**src/proc_cfg.svh**
```systemverilog
// Sizing macros for the single-cycle 16-bit processor
// Include in any file that needs datapath, register or memory widths

`ifndef PROC_CFG_SVH
`define PROC_CFG_SVH

// Data and instruction width
`define PROC_DW 16

// Register address width, eight registers
`define PROC_RA 3

// Instruction memory address width, word addressed
`define PROC_IAW 8

// Data memory address width, word addressed
`define PROC_DAW 8

`endif

```
**src/procPkg.sv**
```systemverilog
// Shared types for the single-cycle processor
// Opcodes, ALU operations, immediate formats, control bundle and
// the writeback trace seen by the testbench

`include "proc_cfg.svh"

package procPkg;

   // Opcode field, instr[15:11]
   typedef enum logic [4:0] {
      HALT = 5'd0,
      NOP  = 5'd1,
      ADD  = 5'd4,
      SUB  = 5'd5,
      AND  = 5'd6,
      XOR  = 5'd7,
      ADDI = 5'd8,
      LD   = 5'd9,
      ST   = 5'd10,
      LBI  = 5'd12,
      SLBI = 5'd13,
      BEQZ = 5'd16,
      BNEZ = 5'd17,
      J    = 5'd20
   } opcodeT;

   typedef enum logic [2:0] {
      ALU_ADD,
      ALU_SUB,
      ALU_AND,
      ALU_XOR,
      ALU_PASSB,
      ALU_SHLOR
   } aluOpT;

   // How the immediate is pulled out of the instruction
   typedef enum logic [1:0] {
      IMM5S,
      IMM8S,
      IMM8Z,
      IMM11S
   } immSelT;

   typedef struct packed {
      logic   regWrite;
      logic   writeRt;   // rt is destination instead of rd
      logic   writeRs;   // rs is destination, LBI and SLBI
      logic   aluSrc;    // immediate as B operand
      aluOpT  aluOp;
      immSelT immSel;
      logic   memRead;
      logic   memWrite;
      logic   branchZ;
      logic   branchNz;
      logic   jump;
      logic   halt;
      logic   illegal;
   } ctrlT;

   // One register write committing this cycle
   typedef struct packed {
      logic                valid;
      logic [`PROC_RA-1:0] regIdx;
      logic [`PROC_DW-1:0] data;
   } wbTraceT;

endpackage

```
**src/execute.sv**
```systemverilog
// Execute stage: ALU, memory address, branch test and next PC
// Branch and jump targets are relative to PC + 1 and wrap at imem size

`timescale 1ns/100ps

`include "proc_cfg.svh"

module execute (
   input  logic [`PROC_IAW-1:0] pc,
   input  logic [`PROC_DW-1:0]  rsData,
   input  logic [`PROC_DW-1:0]  rtData,
   input  logic [`PROC_DW-1:0]  imm,
   input  procPkg::ctrlT        ctrl,
   output logic [`PROC_DW-1:0]  aluOut,
   output logic [`PROC_IAW-1:0] nextPc
);

   logic [`PROC_DW-1:0]  opB;
   logic [`PROC_IAW-1:0] pcPlus1;
   logic [`PROC_IAW-1:0] target;
   logic                 rsZero;
   logic                 taken;

   assign opB = ctrl.aluSrc ? imm : rtData;

   always_comb
   begin
      case (ctrl.aluOp)
         procPkg::ALU_ADD:
            aluOut = rsData + opB;
         procPkg::ALU_SUB:
            aluOut = rsData - opB;
         procPkg::ALU_AND:
            aluOut = rsData & opB;
         procPkg::ALU_XOR:
            aluOut = rsData ^ opB;
         procPkg::ALU_PASSB:
            aluOut = opB;
         // SLBI: old rs moves up a byte, new byte goes in the bottom
         procPkg::ALU_SHLOR:
            aluOut = (rsData << 8) | opB;
         default:
            aluOut = '0;
      endcase
   end

   assign pcPlus1 = pc + 1'b1;

   // Truncation of imm gives the modulo wrap
   assign target = pcPlus1 + imm[`PROC_IAW-1:0];

   assign rsZero = (rsData == '0);

   always_comb
   begin
      taken = ctrl.jump;
      if (ctrl.branchZ && rsZero)
         taken = 1'b1;
      if (ctrl.branchNz && !rsZero)
         taken = 1'b1;
   end

   assign nextPc = taken ? target : pcPlus1;

endmodule

```
**config.mk**
```make
export PLATFORM = sky130hd
export DESIGN_NAME = execute
export DESIGN_NICKNAME = d
export VERILOG_FILES = /design/src/procPkg.sv /design/src/execute.sv
export VERILOG_INCLUDE_DIRS = /design/src /design/src/src
export SDC_FILE = /design/constraint.sdc
export NUM_CORES = 1
export LEC_CHECK = 0
export ABC_AREA = 1
export BUFFER_PORTS_ARGS = -buffer_cell sky130_fd_sc_hd__buf_2
export CAP_MARGIN = 20
export CORE_ASPECT_RATIO = 1.75
export CORE_MARGIN = 2
export CORE_UTILIZATION = 35
export DETAILED_ROUTE_END_ITERATION = 6
export GPL_TIMING_DRIVEN = 0
export PLACE_DENSITY = 0.6
export SLEW_MARGIN = 20
export SYNTH_ARGS = -nofsm -noshare
export SYNTH_HDL_FRONTEND = slang
export SYNTH_SLANG_ARGS = --single-unit
```
**constraint.sdc**
```tcl
create_clock -name vclk -period 4.95
set_input_delay 0 -clock vclk [all_inputs]
set_output_delay 0 -clock vclk [all_outputs]
set_load 0.02 [all_outputs]
```
==> metrics.cfg <==
[placed_design]
dp_slack_ps=1940
port_buffers=87
dp_hpwl_microns=8320
place_congestion=0.893

[final_layout]
mostFrequentLayoutCells=159 x nand2_1, 89 x buf_2, 82 x inv_1
antenna_cells=0
nClkBuffers=0
utilization=0.425
drive_above_1_share=0.223
nNetsFinal=704
final_common_cell=nand2_1
area.growth.synth_to_final_pct=19.6
ff_latch_area_sq_um=0
seq_cells=0

[timing]
hold_viol=0
max_slew_margin=0.654
tns_ps=0
whs_ps=330
slew_violations=0
rsz0062_at_grt=false
finalSetupViolCount=0
fin_ws_ps=1920
post-route-period-util=0.612
tightest_slew_ps=519
fmax_mhz=330
fin_crit_ps=3030

[die]
die_w_microns=71.5
coreArea_sq_mm=0.00786
initial_utilization=0.356
rows=43
ios=96
die-area_sq_mm=0.00874
die_h_microns=122

[synthesis]
yosysTopAreaCell=nand2_1
postSynthCellCount=501
synthTopCellsByArea=nand2_1 21%, ha_1 18%, inv_1 11%
ys_seq_area_frac=0
netlist_area_sq_mm=0.00279
syn_nets=615
yosysWarnings=0
synth_cell_types=37
synth_top_area_frac=0.214
syn_avg_cell_area_sq_um=5.57

[grt]
grt_usage=0.203
antenna_found_initial=0
grt_pass1_wl_microns=14500
first_global_vias=3242
overflow=0
grt_max_degree=11

[routing]
met2WireLength_microns=5270
drc_errors=0
via_per_inst=5.09
first_pass_iters=4
wire_per_inst_microns=13.6
ant_nets=0
drt-initial-drc-count=123
via_count=3449
drt-met1-wl_microns=3430
top_layer=met4
route.met3.wl_microns=347
wl_microns=9220

[power]
ir_drop_mv=0.0686
leakage_nw=2.01
p_total_uw=474
power_density_mw_per_mm2=142

[critical_path]
start_kind=input pin
crit_fanout=10
crit_arrival_ps=3030
crit_type=in -> out
cp_data_required_time_ps=4950
cp-end-kind=primary output

[clocking]
cts_hold_buf=0
postCtsSetupBuffers=0
cts_resized=0

[min_path]
hold_path.class=in -> out

[run_status]
outcome=complete, no violations

[run]
cap_violations=0

==> per-layer routing <==
layer | global-route usage | vias to the layer above
met3 | 0.0108 | 10
met5 | 0 | -
met4 | 0.0366 | 0
met1 | 0.205 | 1557
li1 | - | 1809
met2 | 0.438 | 73
==> where the power goes <==
part | internal [mW] | switching [mW] | total, mW | leakage (nW)
combinational | 0.173 | 0.301 | 0.474 | 2.01
sequential | 0 | 0 | 0 | 0
clock | 0 | 0 | 0 | 0
==> worst paths after layout <==
| path | startpoint | slack (ps) | cells after the start | end |
|---|---|---|---|---|
| worst max-delay path | ctrl[12] | 1920 | 25 | aluOut[15] |
| worst min-delay path | pc[0] | 330 | 3 | nextPc[0] |
==> per-stage QoR <==
stage	instance area, sq um	std cells
floorplan	2790	501
global placement	3340	678
detailed placement	3340	678
CTS	3340	678
global route	3340	678
finish	3340	678
==> final cells by class <==
cell class,count,area (sq um)
timing repair buffer,87,435
multi-input combinational,407,2410
inverter,85,319
fill,880,4510
tap,90,113
buffer,9,58.8
==> worst max-delay path: stages <==
cell	delay [ps]
buf_2	110
inv_2	80
buf_6	150
nand2_4	60
nand2_4	60
inv_1	60
ha_1	130
inv_1	50
nor2_1	180
nand2_2	100
nor2_4	130
nand2_2	80
nand2_1	80
xor2_1	170
ha_1	320
a21oi_1	220
o21ai_0	160
nand2_1	90
nand2_1	50
a21oi_1	260
inv_1	70
nand2_1	70
nand3_1	70
nand2_1	110
buf_2	170
==> synth_stat cells (2+ instances only) <==
cell type,number
fa_1,2
a221oi_1,5
xor2_1,18
ha_1,40
buf_2,2
o21ai_0,19
nand2_4,4
xnor2_1,5
o211ai_1,3
nand3_1,30
o21ai_2,2
buf_6,2
or2_2,4
clkbuf_1,3
o2111ai_1,2
nor4_1,2
a31oi_1,4
nor2_2,5
nor3_1,3
inv_2,3
nand4_1,13
o21bai_1,4
a22oi_1,4
o21ai_1,6
nand3b_1,6
nor2_1,19
a21oi_1,23
nand2_2,18
nand2_1,159
inv_1,82
a21boi_0,3
==> kinds of logic after synthesis <==
family,after synthesis,share of synthesized area
AO/OA/AOI/OAI,76,0.164
XOR/XNOR,23,0.0721
buffers and inverters,94,0.135
adder cells (fa/ha/maj),42,0.194
AND/OR/NAND/NOR,266,0.435
No activity file was read; power rests on OpenSTA's default activity.
