===== src/proc_cfg.svh =====
// Sizing macros for the single-cycle 16-bit processor
// Include in any file that needs datapath, register or memory widths

`ifndef PROC_CFG_SVH
`define PROC_CFG_SVH

// Data and instruction width
`define PROC_DW 16

// Register address width, eight registers
`define PROC_RA 3

// Instruction memory address width, word addressed
`define PROC_IAW 8

// Data memory address width, word addressed
`define PROC_DAW 8

`endif


===== src/procPkg.sv =====
// Shared types for the single-cycle processor
// Opcodes, ALU operations, immediate formats, control bundle and
// the writeback trace seen by the testbench

`include "proc_cfg.svh"

package procPkg;

   // Opcode field, instr[15:11]
   typedef enum logic [4:0] {
      HALT = 5'd0,
      NOP  = 5'd1,
      ADD  = 5'd4,
      SUB  = 5'd5,
      AND  = 5'd6,
      XOR  = 5'd7,
      ADDI = 5'd8,
      LD   = 5'd9,
      ST   = 5'd10,
      LBI  = 5'd12,
      SLBI = 5'd13,
      BEQZ = 5'd16,
      BNEZ = 5'd17,
      J    = 5'd20
   } opcodeT;

   typedef enum logic [2:0] {
      ALU_ADD,
      ALU_SUB,
      ALU_AND,
      ALU_XOR,
      ALU_PASSB,
      ALU_SHLOR
   } aluOpT;

   // How the immediate is pulled out of the instruction
   typedef enum logic [1:0] {
      IMM5S,
      IMM8S,
      IMM8Z,
      IMM11S
   } immSelT;

   typedef struct packed {
      logic   regWrite;
      logic   writeRt;   // rt is destination instead of rd
      logic   writeRs;   // rs is destination, LBI and SLBI
      logic   aluSrc;    // immediate as B operand
      aluOpT  aluOp;
      immSelT immSel;
      logic   memRead;
      logic   memWrite;
      logic   branchZ;
      logic   branchNz;
      logic   jump;
      logic   halt;
      logic   illegal;
   } ctrlT;

   // One register write committing this cycle
   typedef struct packed {
      logic                valid;
      logic [`PROC_RA-1:0] regIdx;
      logic [`PROC_DW-1:0] data;
   } wbTraceT;

endpackage


===== src/fetch.sv =====
// Fetch stage: program counter, loadable instruction memory and halt state
// The memory is written through the load port only while rst is high

`timescale 1ns/100ps

`include "proc_cfg.svh"

module fetch (
   input  logic                 clk,
   input  logic                 rst,
   input  logic                 imemLoad,
   input  logic [`PROC_IAW-1:0] imemAddr,
   input  logic [`PROC_DW-1:0]  imemData,
   input  logic [`PROC_IAW-1:0] nextPc,
   input  logic                 haltReq,
   input  logic                 illegalReq,
   output logic [`PROC_IAW-1:0] pc,
   output logic [`PROC_DW-1:0]  instr,
   output logic                 halted,
   output logic                 illegalSeen
);

   logic [`PROC_DW-1:0] imem [0:(1 << `PROC_IAW) - 1];

   // Program load port
   always_ff @(posedge clk)
   begin
      if (rst && imemLoad)
         imem[imemAddr] <= imemData;
   end

   always_ff @(posedge clk)
   begin
      if (rst)
      begin
         pc          <= '0;
         halted      <= 1'b0;
         illegalSeen <= 1'b0;
      end
      else if (!halted)
      begin
         // PC stays on the halting instruction
         if (haltReq)
            halted <= 1'b1;
         else
            pc <= nextPc;
         if (illegalReq)
            illegalSeen <= 1'b1;
      end
   end

   // Memory contents are still being loaded during reset, so issue NOP
   // then and after halt
   always_comb
   begin
      if (rst || halted)
         instr = {procPkg::NOP, {(`PROC_DW - 5){1'b0}}};
      else
         instr = imem[pc];
   end

endmodule


===== config.mk =====
export PLATFORM = sky130hd
export DESIGN_NAME = fetch
export DESIGN_NICKNAME = d
export VERILOG_FILES = /design/src/procPkg.sv /design/src/fetch.sv
export VERILOG_INCLUDE_DIRS = /design/src /design/src/src
export SDC_FILE = /design/constraint.sdc
export NUM_CORES = 2
export LEC_CHECK = 0
export BUFFER_PORTS_ARGS = -buffer_cell sky130_fd_sc_hd__buf_2
export CAP_MARGIN = 20
export CORE_MARGIN = 3
export CORE_UTILIZATION = 35
export DETAILED_ROUTE_END_ITERATION = 7
export REMOVE_ABC_BUFFERS = 1
export SYNTH_ARGS = -nofsm -noshare
export SYNTH_HDL_FRONTEND = slang
export SYNTH_SLANG_ARGS = --single-unit

===== constraint.sdc =====
create_clock -name clk -period 5.7 [get_ports clk]
set_input_delay 0 -clock clk [delete_from_list [all_inputs] [get_ports clk]]
set_output_delay 0 -clock clk [all_outputs]
set_load 0.02 [all_outputs]

==> run summary <==
The run finished, with violations left. The final reports fail on slew limit. The detail route stage leaves a number of antenna-violating nets equal to 0.

The worst hold path was traced through 2 stages. The CTS root buffer is clkbuf_16. The number of antenna violations at the first check in global routing is 44. The final-report hold violation count came out at 0. The final-stage net count is 7974. The area of combinational cells with multiple inputs came out at 0.0327 mm^2. The residual DRC count is 0. The total setup buffers inserted after CTS came out at 0. Relative to the synthesized area, the layout overhead comes to 14.5%. The worst-case clock skew is 55.6 ps. The worst hold path terminates at imem[34][10]$_DFFE_PP_.

The clock tree buffer depth is 4. The critical path capture point type is an output port. The setup check on the worst reg-to-reg path leaves a slack of 2800 ps.

The total congestion overflow is 0. The most common cell after layout, fill and taps aside is edfxtp_1. The post-synthesis instance area came out at 0.159 mm^2. In this run the top signal layer used is met5. Across all layers, the routed design uses 80300 vias. The final-layout fill cell count came out at 39300. The number of port buffers is 62. TritonCTS built the clock tree. For this design, the sink count on the clock tree is 4114. The max-capacitance violation count is 0. The minimum setup slack after placement is 1210 ps. The number of enable-type register cells in the synthesized netlist is 4096.

For the worst setup path, the data arrival time is 5510 ps. The share of synthesized area occupied by flip-flops and latches is 77.6%. The sequential cell area is 0.123 mm^2. The number of levels the H-tree was split into came out at 5. The clock buffer count from CTS came out at 398. The fraction of layout instances using a drive strength above 1 is 24.3%. The per-cell via count in the routed design is 5.64. The number of pins exceeding their max-slew limit in the final report is 19.

The type of the tightest min-delay check is input port to flop. The count of yosys warnings during synthesis came out at 0. The number of optimization iterations in the first detailed-route pass is 5.

The startpoint identified for the worst hold timing path is imemData[10]. The clock period could shrink to 5510 ps. Walking the worst path, the cells encountered are nand2b_4, buf_12, o221ai_1, o22ai_1, nor3_1, nor3_1, or4_1, o31ai_1, buf_4, buf_2. The final setup violation count came out at 0. The top achievable clock speed is 182 MHz. The synthesized area divided by synthesized cell count is 21.6 um^2.

The final estimated routing congestion in global placement came out at 0.915. The top-level I/O count is 63. After detailed routing, the met2 layer carries 210000 um of wire. Entering global routing, the biggest net connects 201 pins.

The number of global-route vias before repair came out at 79100. The floorplan step set the die height to 680 um. The clock network latency to the later pin of the worst-skew pair is 990 ps. At the pin with the least slew margin, the transition time is 1500 ps.

The clock transition time at the flip-flop clock pins of the worst setup and hold paths is 60 ps. Synthesis produced 7373 cells. The kind of critical path is flop to output port.

The starting density of the core came out at 35.3%. The worst register-to-register path begins at halted$_SDFF_PP0_. In this design, the critical path's most frequently occurring cell is nor3_1. The area enclosed by the die boundary came out at 0.462 mm^2. The distinct cell type count of the synthesized netlist came out at 55. The area of the placeable core came out at 0.451 mm^2.

The worst ir drop on vdd is 0.310 mV. The delay contributed by the slowest stage of the critical path is 750 ps. The count of routing violations after the opening detailed-route iteration is 10800.

The number of cell rows came out at 246. The wire length on met3 is 40600 um. In the post-route analysis, the smallest setup slack over all paths is 193 ps.

Measured along the x axis, the die boundary spans 680 um. In the final routed layout, each cell accounts on average for 30.9 um. After detailed routing, the wire length on met1 is 171000 um. The power density over cell area came out at 344 mW/mm^2. The sum of net half-perimeters after detailed placement came out at 263000 um. The worst path uses 96.6% of the clock period.

The static leakage power is 54.8 nW. The highest net fanout along the worst path is 82. For this run, asynchronously set or reset flops after synthesis account for 0%.

STA classifies the critical path startpoint as a flop. The total global-route track usage came out at 18.7%. The data required time of the critical path came out at 5700 ps.

After synthesis the netlist holds a flip-flop and latch count of 4114. Among all stages on the critical path, the largest delay is contributed by or4_1. The utilization after layout is 40.4%. The first global-routing pass estimated 619000 um of wire. The aggregate routed wire length is 439000 um.

Headroom to the max-slew limit came out at -0.121%. The most used flip-flop cell after synthesis is edfxtp_1. Setup repair after global routing left no endpoint under its margin. The worst reg-to-reg path cell count is 6. Hold is met by 57.0 ps. The library cells used most frequently in the layout, excluding fill and tap cells, are edfxtp_1, mux4_2, mux2i_1, buf_4, clkbuf_16.
critical path, delay by kind of cell (launching register included):
| family | cells | cell delay (ps) |
|---|---|---|
| flops | 1 | 540 |
| compound gates | 3 | 780 |
| buf+inv | 3 | 690 |
| simple gates | 4 | 2240 |
sequential cells by signal, indices dropped and copies added (netlist names), named ones only:
name,count
imem,4096
halted,1
pc,8
illegalSeen,1
what timing repair did:
action / 4_1_cts / 5_1_grt
gates resized for setup: 0 / 2
endpoints found under the setup margin: 0 / 2
hold endpoints to repair: 2746 / 21
hold buffers: 51 / 2
worst max path at each step:
stage	endpoint	depth (start not counted)
floorplan	instr[4]	6
global placement	instr[4]	9
detailed placement	instr[5]	10
CTS	instr[5]	10
global route	instr[11]	10
finish	instr[3]	10
cells by family (layout without fill, tap and decap cells):
kind of cell,after synthesis,in the layout,share of synthesized area [%]
AOI/OAI and AO/OA,693,693,3.06
buffers and inverters,452,1343,1.85
DFF,4114,4114,77.6
muxes,1426,1426,15.5
other,0,20,0
and+or+nand+nor,688,688,1.95
cell usage after synthesis (63+ instances only):
library cell | instances | area [um^2]
o221ai_1 | 211 | 1850
a21oi_1 | 127 | 636
buf_2 | 92 | 460
clkbuf_1 | 190 | 713
nor2_1 | 365 | 1370
o22ai_1 | 128 | 801
mux4_2 | 830 | 18700
nor3_1 | 123 | 616
o21ai_0 | 96 | 480
buf_6 | 63 | 709
mux2i_1 | 592 | 5930
edfxtp_1 | 4096 | 123000
metrics by stage:
step                TNS, ps  area [um^2]  total power [mW]  std cells
floorplan           -737510       156000              38.6       6926
global placement          0       168000              37.2      13400
detailed placement        0       168000              37.3      13400
CTS                       0       182000              63.0      14200
global route              0       182000              64.4      14200
finish                    0       182000              62.6      14200
where the power goes:
| group | internal [mW] | leakage [nW] | switching [mW] |
|---|---|---|---|
| Sequential | 33.3 | 37.0 | 0.0371 |
| Combinational | 1.12 | 11.6 | 2.23 |
| Clock | 14.5 | 6.21 | 11.4 |
| Total | 49.0 | 54.8 | 13.7 |
metal layers:
metal | vias to the layer above | GRT usage, %
li1 | 32300 | -
met1 | 43000 | 25.4
met2 | 4162 | 29.8
met3 | 730 | 3.49
met4 | 12 | 7.07
met5 | - | 0
layout make-up:
| class | instances | area share (%) |
|---|---|---|
| clock inverter | 237 | 1.28 |
| multi-input combinational | 2807 | 18.0 |
| tap | 5952 | 4.09 |
| clock buffer | 490 | 5.75 |
| inverter | 5 | 0.0144 |
| timing repair buffer | 611 | 3.04 |
| antenna | 20 | 0.0275 |
| sequential | 4114 | 67.8 |
No activity file was read; power rests on OpenSTA's default activity.
