[config.mk]
export PLATFORM = sky130hd
export DESIGN_NAME = decode
export DESIGN_NICKNAME = d
export VERILOG_FILES = /design/src/procPkg.sv /design/src/decode.sv
export VERILOG_INCLUDE_DIRS = /design/src /design/src/src
export SDC_FILE = /design/constraint.sdc
export NUM_CORES = 1
export LEC_CHECK = 0
export ABC_AREA = 1
export BUFFER_PORTS_ARGS = -buffer_cell sky130_fd_sc_hd__buf_2
export CORE_MARGIN = 2
export CORE_UTILIZATION = 50
export CTS_BUF_LIST = sky130_fd_sc_hd__clkbuf_4 sky130_fd_sc_hd__clkbuf_8 sky130_fd_sc_hd__clkbuf_16
export DETAILED_ROUTE_END_ITERATION = 8
export MAX_ROUTING_LAYER = met4
export PLACE_DENSITY = 0.72
export SYNTH_ARGS = -nofsm -noshare
export SYNTH_HDL_FRONTEND = slang
export SYNTH_SLANG_ARGS = --single-unit
[constraint.sdc]
create_clock -name clk -period 3.55 [get_ports clk]
set_clock_uncertainty 0.2 [all_clocks]
set_input_delay 0.1775 -clock clk [delete_from_list [all_inputs] [get_ports clk]]
set_output_delay 0.1775 -clock clk [all_outputs]
set_load 0.02 [all_outputs]
[src/proc_cfg.svh]
// Sizing macros for the single-cycle 16-bit processor
// Include in any file that needs datapath, register or memory widths

`ifndef PROC_CFG_SVH
`define PROC_CFG_SVH

// Data and instruction width
`define PROC_DW 16

// Register address width, eight registers
`define PROC_RA 3

// Instruction memory address width, word addressed
`define PROC_IAW 8

// Data memory address width, word addressed
`define PROC_DAW 8

`endif

[src/procPkg.sv]
// Shared types for the single-cycle processor
// Opcodes, ALU operations, immediate formats, control bundle and
// the writeback trace seen by the testbench

`include "proc_cfg.svh"

package procPkg;

   // Opcode field, instr[15:11]
   typedef enum logic [4:0] {
      HALT = 5'd0,
      NOP  = 5'd1,
      ADD  = 5'd4,
      SUB  = 5'd5,
      AND  = 5'd6,
      XOR  = 5'd7,
      ADDI = 5'd8,
      LD   = 5'd9,
      ST   = 5'd10,
      LBI  = 5'd12,
      SLBI = 5'd13,
      BEQZ = 5'd16,
      BNEZ = 5'd17,
      J    = 5'd20
   } opcodeT;

   typedef enum logic [2:0] {
      ALU_ADD,
      ALU_SUB,
      ALU_AND,
      ALU_XOR,
      ALU_PASSB,
      ALU_SHLOR
   } aluOpT;

   // How the immediate is pulled out of the instruction
   typedef enum logic [1:0] {
      IMM5S,
      IMM8S,
      IMM8Z,
      IMM11S
   } immSelT;

   typedef struct packed {
      logic   regWrite;
      logic   writeRt;   // rt is destination instead of rd
      logic   writeRs;   // rs is destination, LBI and SLBI
      logic   aluSrc;    // immediate as B operand
      aluOpT  aluOp;
      immSelT immSel;
      logic   memRead;
      logic   memWrite;
      logic   branchZ;
      logic   branchNz;
      logic   jump;
      logic   halt;
      logic   illegal;
   } ctrlT;

   // One register write committing this cycle
   typedef struct packed {
      logic                valid;
      logic [`PROC_RA-1:0] regIdx;
      logic [`PROC_DW-1:0] data;
   } wbTraceT;

endpackage

[src/decode.sv]
// Decode stage: register file, immediate extension, destination select
// The write port commits at the clock edge closing the instruction

`timescale 1ns/100ps

`include "proc_cfg.svh"

module decode (
   input  logic                clk,
   input  logic                rst,
   input  logic [`PROC_DW-1:0] instr,
   input  procPkg::ctrlT       ctrl,
   input  logic                halted,
   input  logic [`PROC_DW-1:0] writeData,
   output logic [`PROC_DW-1:0] rsData,
   output logic [`PROC_DW-1:0] rtData,
   output logic [`PROC_DW-1:0] imm,
   output logic [`PROC_RA-1:0] destReg
);

   logic [`PROC_DW-1:0] regs [0:(1 << `PROC_RA) - 1];
   logic [`PROC_RA-1:0] rs;
   logic [`PROC_RA-1:0] rt;
   logic [`PROC_RA-1:0] rd;

   assign rs = instr[10:8];
   assign rt = instr[7:5];
   assign rd = instr[4:2];

   assign rsData = regs[rs];
   assign rtData = regs[rt];

   // LBI/SLBI write rs, I-type writes rt, R-type writes rd
   always_comb
   begin
      if (ctrl.writeRs)
         destReg = rs;
      else if (ctrl.writeRt)
         destReg = rt;
      else
         destReg = rd;
   end

   always_comb
   begin
      case (ctrl.immSel)
         procPkg::IMM5S:
            imm = {{(`PROC_DW - 5){instr[4]}}, instr[4:0]};
         procPkg::IMM8S:
            imm = {{(`PROC_DW - 8){instr[7]}}, instr[7:0]};
         procPkg::IMM8Z:
            imm = {{(`PROC_DW - 8){1'b0}}, instr[7:0]};
         default:
            imm = {{(`PROC_DW - 11){instr[10]}}, instr[10:0]};
      endcase
   end

   always_ff @(posedge clk)
   begin
      if (rst)
      begin
         for (int i = 0; i < (1 << `PROC_RA); i++)
            regs[i] <= '0;
      end
      else if (ctrl.regWrite && !halted)
      begin
         regs[destReg] <= writeData;
      end
   end

endmodule

==> results of run 1 <==
## cell type report
type,instances,area [um^2],area share [%]
inverters,93,350,4.19
clock inverters,14,168,2.00
flip-flops and latches,128,3840,46.0
well taps,184,230,2.75
repair buffers,94,513,6.13
clock buffers,18,433,5.18
multi-input cells,608,2830,33.8
## cell usage in the layout (no fill, tap or decap), drive strengths merged, types with 18 or more instances in the layout
master / n
a21oi: 65
buf: 92
clkbuf: 18
edfxtp: 128
inv: 90
nand2: 266
nor2: 102
nor3: 33
o211ai: 64
o21ai: 72
## metal layers
metal / vias up / routed length, um / global-route usage, %
met1: 3043 / 7900 / 33.0
met3: 29 / 1870 / 6.20
li1: 3081 / - / -
met2: 324 / 9770 / 43.2
met5: - / 0 / -
met4: 0 / 425 / 7.78
## final timing paths
kind                     start    endpoint  slack (ns)  cells after the start
hold / removal    writeData[5]  regs[5][5]       0.004                      3
setup / recovery      instr[5]  rtData[12]        1.01                      9
## where the power goes
part,switching (mW),total (mW),leakage (nW),internal [mW]
clock,0.651,1.76,0.277,1.11
combinational,0.449,0.621,2.19,0.172
sequential,0.0333,1.79,1.22,1.76
## critical path, delay by kind of cell
family                 cells  cell delay [ns]
buffers and inverters      4             1.45
AND/OR/NAND/NOR            3             0.24
AO/OA/AOI/OAI              2             0.27
## cells by family after synthesis
logic type             after synthesis
and+or+nand+nor                    407
DFF                                128
buffers and inverters              162
AOI/OAI and AO/OA                  201
==> run_results.csv, run 1 <==
group,metric,value,unit
clocking,cts_root_buf,"clkbuf_16",
logic_synthesis,synth_edf_count,128,
critical_path,critPathKind,"in2out",
global_routing,grt_max_degree,86,
floorplan,die_y,126,um
logic_synthesis,yosys_register_bits,128,
logic_synthesis,synth_flop_cell,"edfxtp_1",
floorplan,die_w,126,um
place,preCtsSetupSlack,0.797,ns
sta,post-route-min-period,2.54,ns
flow_run,maxCapViolCount,0,
logic_synthesis,netlist.area_leader.share,52.0,%
final_layout,final_core_util,57.8,%
routing,via_per_inst,5.69,
final_layout,fill_cells,1358,
logic_synthesis,yosys.area_share.simple,22.4,%
place,dpl.hpwl,12.5,mm
logic_synthesis,synth_xor_xnor_area_share,0,%
critical_path,cp-end-kind,"output port",
routing,wirelength,20.0,mm
routing,via_count,6477,
routing,avgRoutedWirePerCell,17.5,um
sta,finalCritPeriodShare,71.5,%
logic_synthesis,ys_top_cells_by_count,"258 x nand2_1, 128 x edfxtp_1, 99 x nor2_1, 86 x inv_1, 72 x o21ai_0",
critical_path,crit_path_start_kind,"primary input",
power,p_per_area,499,nW/um^2
power,ir_drop,268,uV
clocking,cts_tree,"built",
place,io_buffers,81,
clocking,clk_path_buf_depth,2,
final_layout,largest_register_ffs,128,
clocking,ctsHoldBuffers,2,
routing,drtAntennaViolNets,0,
logic_synthesis,yosysTopAreaCell,"edfxtp_1",
logic_synthesis,async_flop_share,0,%
logic_synthesis,synth_fp_nets,949,
final_layout,area_growth,13.2,%
sta,fin_ws,1.01,ns
logic_synthesis,yosysUniqueCellTypes,24,
floorplan,io_pins,102,
clocking,postCtsSetupBuffers,0,
sta,tns,0,ns
critical_path,worstPathArrival,2.16,ns
sta,worst_slew_pin_slew,0.923,ns
place,dpl.cell_count,1105,
floorplan,start_util,51.0,%
final_layout,largestRegisters,"regs x128",
critical_path,crit_fanout,66,
sta,slew_viol_final,0,
place,gp_congestion,0.885,
sta,fmax,394,MHz
global_routing,gr-total-overflow,0,
sta,hold_ws,0.00414,ns
logic_synthesis,netlist_instances,898,
global_routing,grt_pass1_vias,5908,
clocking,cts_buffers,17,
logic_synthesis,yosysWarnings,0,
logic_synthesis,synth_top_family_by_area,"simple AND/OR/NAND/NOR gates",
global_routing,track_usage,26.4,%
power,leakagePower,3.69,nW
critical_path,max_stage_delay,0.58,ns
logic_synthesis,synthAdderAreaFrac,0,%
sta,hold_viol,0,
routing,drc,0,
logic_synthesis,synth_area_leaders,"edfxtp_1 52%, nand2_1 13%, o211ai_1 6.5%",
final_layout,antenna_cells,0,
outcome,status,"completed",
sta,slew_headroom,38.3,%
final_layout,fin_cells,1139,
clocking,cts_resized,0,
logic_synthesis,syn_avg_cell_area,8.22,um^2
final_layout,nets,993,
clocking,htree_levels,4,
power,total_power,4.17,mW
final_layout,final_layout_size_suffix_gt1_share,15.1,%
sta,setup_viol,0,
logic_synthesis,yosysSeqAreaShare,52.0,%
global_routing,antenna_found_initial,0,
clocking,clock_sinks,128,
sta,rsz0062_at_grt,"no",
routing,drt-pass1-iter-count,5,
logic_synthesis,synth.most_common_cell,"nand2_1",
clocking,clkTransAtPathRegs,0.06,ns
critical_path,slowest_stage,"buf_4",
global_routing,grt_pass1_wl,31.0,mm
routing,drt_iter0_drc,501,
critical_path,cp_cell_sequence,"buf_4 -> buf_4 -> buf_4 -> a21oi_1 -> o21ai_0 -> nand2_1 -> nand2_1 -> nand2_1 -> buf_2",
worst_hold_path,hold_path_class,"in2reg",
final_layout,top_register,"regs",
critical_path,critPathRequiredTime,3.17,ns
final_layout,finish.instance_area,8360,um^2
logic_synthesis,netlist_area,7390,um^2
floorplan,fp-row-count,44,
place,dpl_cell_area,7740,um^2
logic_synthesis,synth-compound-area-share,15.8,%
logic_synthesis,synthMuxAreaShare,0,%
floorplan,coreArea,14500,um^2
floorplan,dieArea,15800,um^2
Note: power is estimated with default switching activity, not from simulation.
==> run 2, diff against run 1 <==
==> constraint.sdc (replaced) <==
create_clock -name clk -period 2.6 [get_ports clk]
set_clock_uncertainty 0.2 [all_clocks]
set_input_delay 0.13 -clock clk [delete_from_list [all_inputs] [get_ports clk]]
set_output_delay 0.13 -clock clk [all_outputs]
set_load 0.02 [all_outputs]
==> run_results.csv, run 2 (synthesized netlist as in run 1, its figures left out) <==
group,metric,value,unit
sta,setup_viol,0,
power,leakagePower,3.86,nW
routing,via_per_inst,5.65,
place,gp_congestion,0.917,
floorplan,dieArea,15800,um^2
critical_path,critPathKind,"in2out",
worst_hold_path,hold_path_class,"in2out",
sta,post-route-min-period,1.92,ns
routing,drt_iter0_drc,665,
flow_run,maxCapViolCount,0,
final_layout,antenna_cells,0,
final_layout,final_common_cell,"nand2_1",
global_routing,use_met1,35.6,%
sta,hold_viol,0,
floorplan,start_util,51.0,%
sta,fmax,520,MHz
global_routing,grt_max_degree,130,
floorplan,die_y,126,um
power,ir_drop,451,uV
clocking,clock_sinks,128,
power,p_per_area,659,nW/um^2
sta,hold_ws,0.0600,ns
critical_path,crit_path_start_kind,"primary input",
floorplan,die_w,126,um
final_layout,largestRegisters,"regs x128",
place,preCtsSetupSlack,0.631,ns
routing,drt-pass1-iter-count,5,
final_layout,top_register,"regs",
floorplan,fp-row-count,44,
routing,drc,0,
outcome,status,"completed",
clocking,cts_tree,"built",
critical_path,crit_fanout,64,
global_routing,track_usage,27.6,%
clocking,htree_levels,4,
final_layout,final_layout_size_suffix_gt1_share,16.3,%
sta,tns,0,ns
clocking,cts_buffers,17,
routing,via_count,6628,
critical_path,worstPathArrival,1.59,ns
global_routing,top_usage_layer,"met2",
place,io_buffers,81,
global_routing,grt_pass1_vias,6196,
final_layout,area_growth,17.3,%
sta,worst_slew_pin_slew,0.796,ns
floorplan,io_pins,102,
final_layout,largest_register_ffs,128,
global_routing,use_met2,42.8,%
final_layout,nets,1027,
critical_path,critPathRequiredTime,2.27,ns
sta,slew_viol_final,0,
routing,avgRoutedWirePerCell,17.9,um
final_layout,final_core_util,59.8,%
routing,drtAntennaViolNets,0,
final_layout,finish.instance_area,8660,um^2
global_routing,grt_use_met3,4.71,%
clocking,postCtsSetupBuffers,0,
critical_path,cp-end-kind,"output port",
place,dpl.hpwl,13.1,mm
clocking,clk_path_buf_depth,2,
global_routing,gr-total-overflow,0,
sta,rsz0062_at_grt,"no",
sta,slew_headroom,46.9,%
clocking,cts_root_buf,"clkbuf_16",
global_routing,grt_pass1_wl,32.4,mm
floorplan,coreArea,14500,um^2
global_routing,antenna_found_initial,0,
final_layout,layout_common_cells,"258 x nand2_1, 128 x edfxtp_1, 99 x nor2_1",
sta,fin_ws,0.679,ns
sta,finalCritPeriodShare,73.9,%
routing,wirelength,21.0,mm
place,dpl_cell_area,7920,um^2
run 2: area by class of cell:
class	count	area [um^2]
sequential	128	3840
timing repair buffer	128	828
multi-input combinational	608	2830
clock inverter	13	145
tap	184	230
clock buffer	19	440
inverter	93	350
fill	1292	5810
run 2: per-stage QoR:
| step | cells | power [mW] |
|---|---|---|
| 5_1_grt | 1173 | 5.90 |
| 3_3_place_gp | 1125 | 3.34 |
| 4_1_cts | 1173 | 5.71 |
| 3_5_place_dp | 1125 | 3.35 |
| 6_report | 1173 | 5.71 |
| 2_1_floorplan | 898 | 3.06 |
run 2: repair_timing:
action	CTS	global route
hold buffers	16	0
endpoints found under the setup margin	0	0
endpoints found under the hold margin	84	0
gates resized for setup	0	0
run 2: final timing paths:
check                        to  cells past startpoint  slack (ns)     start
worst min-delay path     imm[0]                      0        0.06  instr[0]
worst max-delay path  rsData[6]                      7        0.68  instr[9]
run 2: routing by layer:
| metal | vias to the layer above | part of all wire, % |
|---|---|---|
| met2 | 373 | 46 |
| met5 | - | 0 |
| met4 | 0 | 3.4 |
| li1 | 3148 | - |
| met3 | 51 | 9.7 |
| met1 | 3056 | 41 |
run 2: power breakdown:
group	internal, mW	switching (mW)
Combinational	0.272	0.630
Sequential	2.40	0.0440
Clock	1.51	0.859
Total	4.18	1.53
run 2: critical path, stage by stage:
cell      delay [ns]
buf_2           0.10
buf_4           0.62
o211ai_1        0.19
nand2_1         0.13
nand2_1         0.09
nand2_1         0.12
buf_2           0.18
