$ cat src/proc_cfg.svh
// Sizing macros for the single-cycle 16-bit processor
// Include in any file that needs datapath, register or memory widths

`ifndef PROC_CFG_SVH
`define PROC_CFG_SVH

// Data and instruction width
`define PROC_DW 16

// Register address width, eight registers
`define PROC_RA 3

// Instruction memory address width, word addressed
`define PROC_IAW 8

// Data memory address width, word addressed
`define PROC_DAW 8

`endif

$ cat src/procPkg.sv
// Shared types for the single-cycle processor
// Opcodes, ALU operations, immediate formats, control bundle and
// the writeback trace seen by the testbench

`include "proc_cfg.svh"

package procPkg;

   // Opcode field, instr[15:11]
   typedef enum logic [4:0] {
      HALT = 5'd0,
      NOP  = 5'd1,
      ADD  = 5'd4,
      SUB  = 5'd5,
      AND  = 5'd6,
      XOR  = 5'd7,
      ADDI = 5'd8,
      LD   = 5'd9,
      ST   = 5'd10,
      LBI  = 5'd12,
      SLBI = 5'd13,
      BEQZ = 5'd16,
      BNEZ = 5'd17,
      J    = 5'd20
   } opcodeT;

   typedef enum logic [2:0] {
      ALU_ADD,
      ALU_SUB,
      ALU_AND,
      ALU_XOR,
      ALU_PASSB,
      ALU_SHLOR
   } aluOpT;

   // How the immediate is pulled out of the instruction
   typedef enum logic [1:0] {
      IMM5S,
      IMM8S,
      IMM8Z,
      IMM11S
   } immSelT;

   typedef struct packed {
      logic   regWrite;
      logic   writeRt;   // rt is destination instead of rd
      logic   writeRs;   // rs is destination, LBI and SLBI
      logic   aluSrc;    // immediate as B operand
      aluOpT  aluOp;
      immSelT immSel;
      logic   memRead;
      logic   memWrite;
      logic   branchZ;
      logic   branchNz;
      logic   jump;
      logic   halt;
      logic   illegal;
   } ctrlT;

   // One register write committing this cycle
   typedef struct packed {
      logic                valid;
      logic [`PROC_RA-1:0] regIdx;
      logic [`PROC_DW-1:0] data;
   } wbTraceT;

endpackage

$ cat src/control.sv
// Main decoder: maps the opcode field to the control bundle
// Purely combinational, one instance feeds every stage

`timescale 1ns/100ps

`include "proc_cfg.svh"

module control (
   input  logic [`PROC_DW-1:0] instr,
   output procPkg::ctrlT       ctrl
);

   procPkg::opcodeT opcode;

   assign opcode = procPkg::opcodeT'(instr[15:11]);

   always_comb
   begin
      ctrl        = '0;
      ctrl.aluOp  = procPkg::ALU_ADD;
      ctrl.immSel = procPkg::IMM5S;
      case (opcode)
         procPkg::HALT:
            ctrl.halt = 1'b1;
         procPkg::NOP:
            ;
         procPkg::ADD:
            ctrl.regWrite = 1'b1;
         procPkg::SUB:
         begin
            ctrl.regWrite = 1'b1;
            ctrl.aluOp    = procPkg::ALU_SUB;
         end
         procPkg::AND:
         begin
            ctrl.regWrite = 1'b1;
            ctrl.aluOp    = procPkg::ALU_AND;
         end
         procPkg::XOR:
         begin
            ctrl.regWrite = 1'b1;
            ctrl.aluOp    = procPkg::ALU_XOR;
         end
         procPkg::ADDI:
         begin
            ctrl.regWrite = 1'b1;
            ctrl.writeRt  = 1'b1;
            ctrl.aluSrc   = 1'b1;
         end
         // Address is rs + imm5 for both memory ops
         procPkg::LD:
         begin
            ctrl.regWrite = 1'b1;
            ctrl.writeRt  = 1'b1;
            ctrl.aluSrc   = 1'b1;
            ctrl.memRead  = 1'b1;
         end
         procPkg::ST:
         begin
            ctrl.aluSrc   = 1'b1;
            ctrl.memWrite = 1'b1;
         end
         procPkg::LBI:
         begin
            ctrl.regWrite = 1'b1;
            ctrl.writeRs  = 1'b1;
            ctrl.aluSrc   = 1'b1;
            ctrl.aluOp    = procPkg::ALU_PASSB;
            ctrl.immSel   = procPkg::IMM8S;
         end
         procPkg::SLBI:
         begin
            ctrl.regWrite = 1'b1;
            ctrl.writeRs  = 1'b1;
            ctrl.aluSrc   = 1'b1;
            ctrl.aluOp    = procPkg::ALU_SHLOR;
            ctrl.immSel   = procPkg::IMM8Z;
         end
         procPkg::BEQZ:
         begin
            ctrl.branchZ = 1'b1;
            ctrl.immSel  = procPkg::IMM8S;
         end
         procPkg::BNEZ:
         begin
            ctrl.branchNz = 1'b1;
            ctrl.immSel   = procPkg::IMM8S;
         end
         procPkg::J:
         begin
            ctrl.jump   = 1'b1;
            ctrl.immSel = procPkg::IMM11S;
         end
         default:
         begin
            // Unknown opcode stops the machine
            ctrl.illegal = 1'b1;
            ctrl.halt    = 1'b1;
         end
      endcase
   end

endmodule

$ cat config.mk
export PLATFORM = sky130hd
export DESIGN_NAME = control
export DESIGN_NICKNAME = d
export VERILOG_FILES = /design/src/procPkg.sv /design/src/control.sv
export VERILOG_INCLUDE_DIRS = /design/src /design/src/src
export SDC_FILE = /design/constraint.sdc
export NUM_CORES = 1
export LEC_CHECK = 0
export ABC_AREA = 1
export BUFFER_PORTS_ARGS = -buffer_cell sky130_fd_sc_hd__buf_2
export CAP_MARGIN = 20
export CORE_AREA = 5 5 42 44
export DETAILED_ROUTE_END_ITERATION = 8
export DIE_AREA = 0 0 47 49
export SYNTH_ARGS = -nofsm -noshare
export SYNTH_HDL_FRONTEND = slang
export SYNTH_SLANG_ARGS = --single-unit
$ cat constraint.sdc
create_clock -name vclk -period 0.8
set_clock_uncertainty 0.05 [all_clocks]
set_input_delay 0.04 -clock vclk [all_inputs]
set_output_delay 0.04 -clock vclk [all_outputs]
set_load 0.05 [all_outputs]
==> parameters.txt, run 1 <==
Parameter                              Value

Power
  Total Power ... 0.615 mW
  Leak pwr ... 0.431 nW
  Relative contribution of the clock network to total power ... 0%
  Worst IR Drop VDD ... 0.000468 V
  Power density over cell area ... 616 nW/µm²
  Sequential Power Share ... 0%
  Sw Share ... 56.0%
  Internal power component ... 0.270 mW
  Combinational fraction of design power ... 100.0%
  Net switching power of the design ... 0.344 mW

Timing
  Final worst-path setup slack ... -0.151 ns
  Final period utilization ... 119%
  Final-report max-slew violation count ... 0
  Setup violations, final ... 13
  Setup TNS Final ... -1.08 ns
  Worst hold margin ... 0.297 ns
  Relative max-transition margin ... 79.7%
  Achievable frequency ... 1.05 GHz
  Hold Violations, Final ... 0
  Minimum clock period after layout ... 0.951 ns
  RSZ-0062 raised after global routing ... true
  Actual slew at the worst max-slew pin ... 0.304 ns

Layout
  Seq_cells ... 0
  Fillcell total ... 108
  Final non-filler cell total ... 108
  Area of all placed cells without fillers ... 998 µm²
  FF/Latch Area ... 0 µm²
  Area overhead of the layout relative to synthesis ... 297%
  Total of clock buffers placed in the layout ... 0
  Antenna diode count ... 0
  Share of post-route cells with drive strength above 1 ... 91.3%
  Final core utilization ... 71.3%
  # nets final ... 110
  Multi-input gate area in the final layout ... 443 µm²

Setup path
  Worst setup path category ... input pin to primary output
  Crit path capture ... ctrl[1]
  Startpoint of the most critical setup path ... instr[15]
  Crit end category ... primary output
  CP Data Arrival Time ... 0.86 ns
  Required time worst endpoint ... 0.71 ns
  Maximum net fanout on the critical path ... 6
  Critical path launch point type ... input pin

Run status
  Violated checks ... setup timing
  Status ... finished, violations left

Die
  Placeable Area ... 1400 µm²
  Total die area ... 2300 µm²
  Width of the chip ... 47 µm
  Site row count ... 14
  Number of top-level pins ... 32
  Die Ht ... 49 µm
  Starting Density ... 17.9%

Logic synthesis
  Synth Area per Inst ... 5.03 µm²
  Post-synth net total ... 66
  Post-Syn Instances ... 50
  Cell Area, Synth ... 251 µm²
  Synth warnings ... 0
  Distinct cell type count after synthesis ... 14
  Sequential-to-total area share from yosys stat ... 0%

Global routing
  Global Route met2 Usage ... 22.4%
  Initial antenna violation count ... 0
  Global Route Usage Sum ... 12.5%
  Largest net degree at the start of global routing ... 8
  Peak-usage layer in the global routing report ... met2
  Final global-route overflow total ... 0
  Global Route met3 Usage ... 1.11%
  Met1 Use GR ... 16.6%
  Via count of the first global-routing pass ... 486
  Wire length of the first global-routing pass ... 2.23 mm

Placed design
  Final estimated routing congestion in global placement ... 0.820
  Post-Place Cell Area ... 683 µm²
  DP Wirelength ... 920 µm
  DP Worst Slack ... -0.424 ns
  Number of port buffers ... 21
  Cell count after placement ... 106

Routing
  DRT Pass-1 Iters ... 2
  Total number of vias ... 483
  Average detailed-routed wire length per instance ... 13.3 µm
  Via count normalized by instance count ... 4.47
  Remaining antenna violation count after routing ... 0
  Count of unresolved DRC violations after routing ... 0
  WL final ... 1.43 mm
  Starting DRC count in detailed routing ... 3

Clocking
  Hold_buf cts ... 0

Job
  Maximum Capacitance Violations ... 0

Min path
  Worst min path class ... input pin to primary output
-- power groups by stage --
| stage | Combinational, mW | Sequential [mW] | Clock [mW] |
|---|---|---|---|
| 6_report | 0.615 | 0 | 0 |
| 5_1_grt | 0.646 | 0 | 0 |
| 4_1_cts | 0.580 | 0 | 0 |
| 3_3_place_gp | 0.434 | 0 | 0 |
| 3_5_place_dp | 0.438 | 0 | 0 |
| 2_1_floorplan | 0.281 | 0 | 0 |
-- critical path: stages --
cell,delay (ns)
buf_12,0.13
inv_8,0.07
nand3_4,0.12
nor2_4,0.16
nor2_4,0.07
nand2_4,0.10
nor2_4,0.03
buf_6,0.14
-- cell type report --
cell class	instances	area share, %
Multi-Input combinational cell	43	44.4
Tap cell	16	2.01
Inverter	7	5.64
Timing Repair Buffer	42	48.0
-- Yosys cell counts --
cell type | n | area share, %
nor3_2 | 1 | 4.0
nor2_1 | 11 | 16
nand3_1 | 4 | 8.0
nor2_2 | 8 | 20
inv_2 | 3 | 4.5
o21ai_0 | 2 | 4.0
nor3_1 | 1 | 2.0
nand2_1 | 9 | 13
inv_1 | 4 | 6.0
o22ai_1 | 1 | 2.5
nand3_2 | 1 | 4.0
nor2_4 | 1 | 4.5
nand2_2 | 3 | 7.5
a31o_1 | 1 | 3.5
-- cells in the final DEF, fill, tap and decap left out, drive strengths merged --
master / netlist / routed
buf: 0 / 42
nor2: 20 / 20
nand2: 12 / 12
inv: 7 / 7
nand3: 5 / 5
nor3: 2 / 2
o21ai: 2 / 2
o22ai: 1 / 1
a31o: 1 / 1
-- per-layer routing --
| metal | vias to the layer above | share of wire, % |
|---|---|---|
| met3 | 0 | 4.2 |
| met4 | 0 | 0 |
| met5 | - | 0 |
| met2 | 11 | 58 |
| li1 | 245 | - |
| met1 | 227 | 38 |
-- cell families (layout without fill, tap and decap cells) --
kind of cell    after synthesis  after routing  synth area share (%)
buf+inv                       7             49                  10.4
compound gates                4              4                  9.95
simple gates                 39             39                  79.6
-- worst min-delay path by stage --
stage | depth (start not counted) | from | endpoint
after global routing | 3 | instr[11] | ctrl[4]
after detailed placement | 3 | instr[11] | ctrl[4]
final | 3 | instr[11] | ctrl[4]
after CTS | 3 | instr[11] | ctrl[4]
after floorplan | 1 | instr[11] | ctrl[4]
after global placement | 3 | instr[11] | ctrl[4]
-- what timing repair did --
item	CTS	global route
gates resized for setup	76	15
pin swaps	13	6
setup buffers	2	0
setup endpoints to repair	16	15
Power figures use the tool's default switching activity.
==> run 2, diff against run 1 <==
--- a/config.mk
+++ b/config.mk
@@ -12,6 +12,8 @@
 export CORE_AREA = 5 5 42 44
 export DETAILED_ROUTE_END_ITERATION = 8
 export DIE_AREA = 0 0 47 49
+export GPL_TIMING_DRIVEN = 1
+export SETUP_SLACK_MARGIN = 0.3
 export SYNTH_ARGS = -nofsm -noshare
 export SYNTH_HDL_FRONTEND = slang
 export SYNTH_SLANG_ARGS = --single-unit
==> run 2 against run 1 <==
  * The run still ends with setup timing left
  * Clock-buffer cell count unchanged
  * Critical path depth unchanged
  * Via count increased by 5.6%
  * First-iteration DRC count unchanged
  * Cell area increased by 8.9%
  * Setup slack got worse by 0.069 ns
  * Combinational power increased by 5.4%
  * Die area unchanged
==> parameters.txt, run 2 (same netlist as run 1, synthesis figures left out) <==
Parameter                              Value

Die
  Width of the chip ... 47 µm (unchanged)
  Number of top-level pins ... 32 (unchanged)
  Starting Density ... 17.9% (unchanged)
  Placeable Area ... 1400 µm² (unchanged)
  Die Ht ... 49 µm (unchanged)
  Total die area ... 2300 µm² (unchanged)
  Site row count ... 14 (unchanged)

Timing
  Actual slew at the worst max-slew pin ... 0.295 ns (-0.00873 ns)
  Relative max-transition margin ... 80.3% (+0.58 points)
  Final worst-path setup slack ... -0.219 ns (-0.0686 ns)
  Setup violations, final ... 15 (+2)
  Minimum clock period after layout ... 1.02 ns (+0.0686 ns)
  RSZ-0062 raised after global routing ... true
  Final-report max-slew violation count ... 0 (unchanged)
  Achievable frequency ... 0.981 GHz (-6.7%)
  Final period utilization ... 127% (+8.6 points)
  Hold Violations, Final ... 0 (unchanged)
  Worst hold margin ... 0.456 ns (+0.159 ns)

Routing
  Starting DRC count in detailed routing ... 3 (unchanged)
  Remaining antenna violation count after routing ... 0 (unchanged)
  Total number of vias ... 510 (+5.6%)
  DRT Pass-1 Iters ... 2 (unchanged)
  Average detailed-routed wire length per instance ... 12.6 µm (-5.3%)
  Via count normalized by instance count ... 4.51 (+0.92%)
  WL final ... 1.42 mm (-0.91%)
  Count of unresolved DRC violations after routing ... 0 (unchanged)

Layout
  Final core utilization ... 77.6% (+6.3 points)
  Most frequent cells in the layout ... buf_4 (18), buf_6 (16), nor2_4 (15), buf_8 (11), nand2_4 (4)
  Antenna diode count ... 0 (unchanged)
  Seq_cells ... 0 (unchanged)
  FF/Latch Area ... 0 µm² (unchanged)
  Multi-input gate area in the final layout ... 474 µm² (+7.1%)
  # nets final ... 115 (+4.5%)
  Area overhead of the layout relative to synthesis ... 332%
  Commonest non-fill, non-tap cell in the layout ... buf_4
  Total of clock buffers placed in the layout ... 0 (unchanged)
  Fillcell total ... 82 (-24%)
  Share of post-route cells with drive strength above 1 ... 92.8% (+1.5 points)

Placed design
  DP Wirelength ... 975 µm (+6.0%)
  Final estimated routing congestion in global placement ... 0.721 (-12%)
  Number of port buffers ... 21 (unchanged)

Min path
  Number of stages on the worst hold path ... 4 (+1)
  Startpoint of the tightest hold check path ... instr[12]
  Worst min path class ... input pin to primary output
  Worst Hold Path EP ... ctrl[14]

Global routing
  Initial antenna violation count ... 0 (unchanged)
  Global Route Usage Sum ... 11.9% (-0.55 points)
  Largest net degree at the start of global routing ... 7 (-1)
  Wire length of the first global-routing pass ... 2.19 mm (-1.5%)
  Via count of the first global-routing pass ... 512 (+5.3%)
  Final global-route overflow total ... 0 (unchanged)

Power
  Worst IR Drop VDD ... 0.000408 V (-13%)
  Leak pwr ... 0.457 nW (+6.1%)
  Power density over cell area ... 596 nW/µm² (-3.2%)

Job
  Maximum Capacitance Violations ... 0 (unchanged)

Setup path
  CP Data Arrival Time ... 0.93 ns (+0.07 ns)
  Maximum net fanout on the critical path ... 5 (-1)
  Crit end category ... primary output
  Worst setup path category ... input pin to primary output
  Critical path launch point type ... input pin
  Required time worst endpoint ... 0.71 ns (about the same)

Run status
  Violated checks ... setup timing
  Status ... finished, violations left

Clocking
  Hold_buf cts ... 0 (unchanged)
[run 2: cell count changes in the layout (fill, tap and decap cells not counted), moves of 2 or more]
cell	previous run	this run
buf_8	8	11
nand2_2	4	2
inv_16	0	2
inv_8	4	1
nand2_8	1	3
nor2_1	4	2
buf_6	11	16
buf_12	5	2
[run 2: routing by layer]
layer | global-route usage (%) | vias to the layer above | routed length (µm)
li1 | - | 256 | -
met2 | 21.0 | 10 | 851
met5 | 0 | - | 0
met1 | 16.4 | 244 | 531
met4 | 0 | 0 | 0
met3 | 0.738 | 0 | 38
[run 2: worst max-delay path: stages]
cell	delay, ns
buf_6	0.12
buf_4	0.15
nand2_8	0.06
nor2_4	0.04
nor2_4	0.13
nand3_2	0.09
nor2_4	0.13
buf_8	0.15
[run 2: worst max-delay path by stage]
| stage | startpoint | endpoint | slack (ns) | depth (start not counted) |
|---|---|---|---|---|
| 2_1_floorplan | instr[13] | ctrl[9] | -0.41 | 4 |
| 4_1_cts | instr[14] | ctrl[1] | -0.22 | 8 |
| 3_3_place_gp | instr[15] | ctrl[0] | -0.44 | 7 |
| 5_1_grt | instr[14] | ctrl[1] | -0.26 | 8 |
| 6_report | instr[13] | ctrl[0] | -0.22 | 8 |
| 3_5_place_dp | instr[15] | ctrl[0] | -0.47 | 7 |
[run 2: cell type report]
| class | count | area share (%) |
|---|---|---|
| Timing Repair Buffer | 47 | 47.9 |
| Multi-Input combinational cell | 43 | 43.6 |
| Inverter | 7 | 6.67 |
| Tap cell | 16 | 1.84 |
[run 2: repair_timing]
| action | 4_1_cts | 5_1_grt |
|---|---|---|
| resized for setup | 55 | 15 |
| setup buffers | 1 | 4 |
| endpoints found under the setup margin | 16 | 16 |
| pin swaps | 17 | 7 |
[run 2: metrics by stage]
stage | setup slack, ns | TNS [ns] | cells | area, µm² | total power, mW
after floorplan | -0.409 | -1.58 | 50 | 500 | 0.312
after global placement | -0.436 | -4.49 | 108 | 808 | 0.512
after detailed placement | -0.470 | -4.61 | 108 | 808 | 0.516
after CTS | -0.224 | -1.95 | 109 | 1010 | 0.617
after global routing | -0.262 | -2.75 | 113 | 1090 | 0.681
final | -0.219 | -2.12 | 113 | 1090 | 0.648
[run 2: power by group]
| group | switching (mW) | internal (mW) | leakage [nW] | total (mW) |
|---|---|---|---|---|
| registers | 0 | 0 | 0 | 0 |
| clock network | 0 | 0 | 0 | 0 |
| logic | 0.366 | 0.282 | 0.457 | 0.648 |
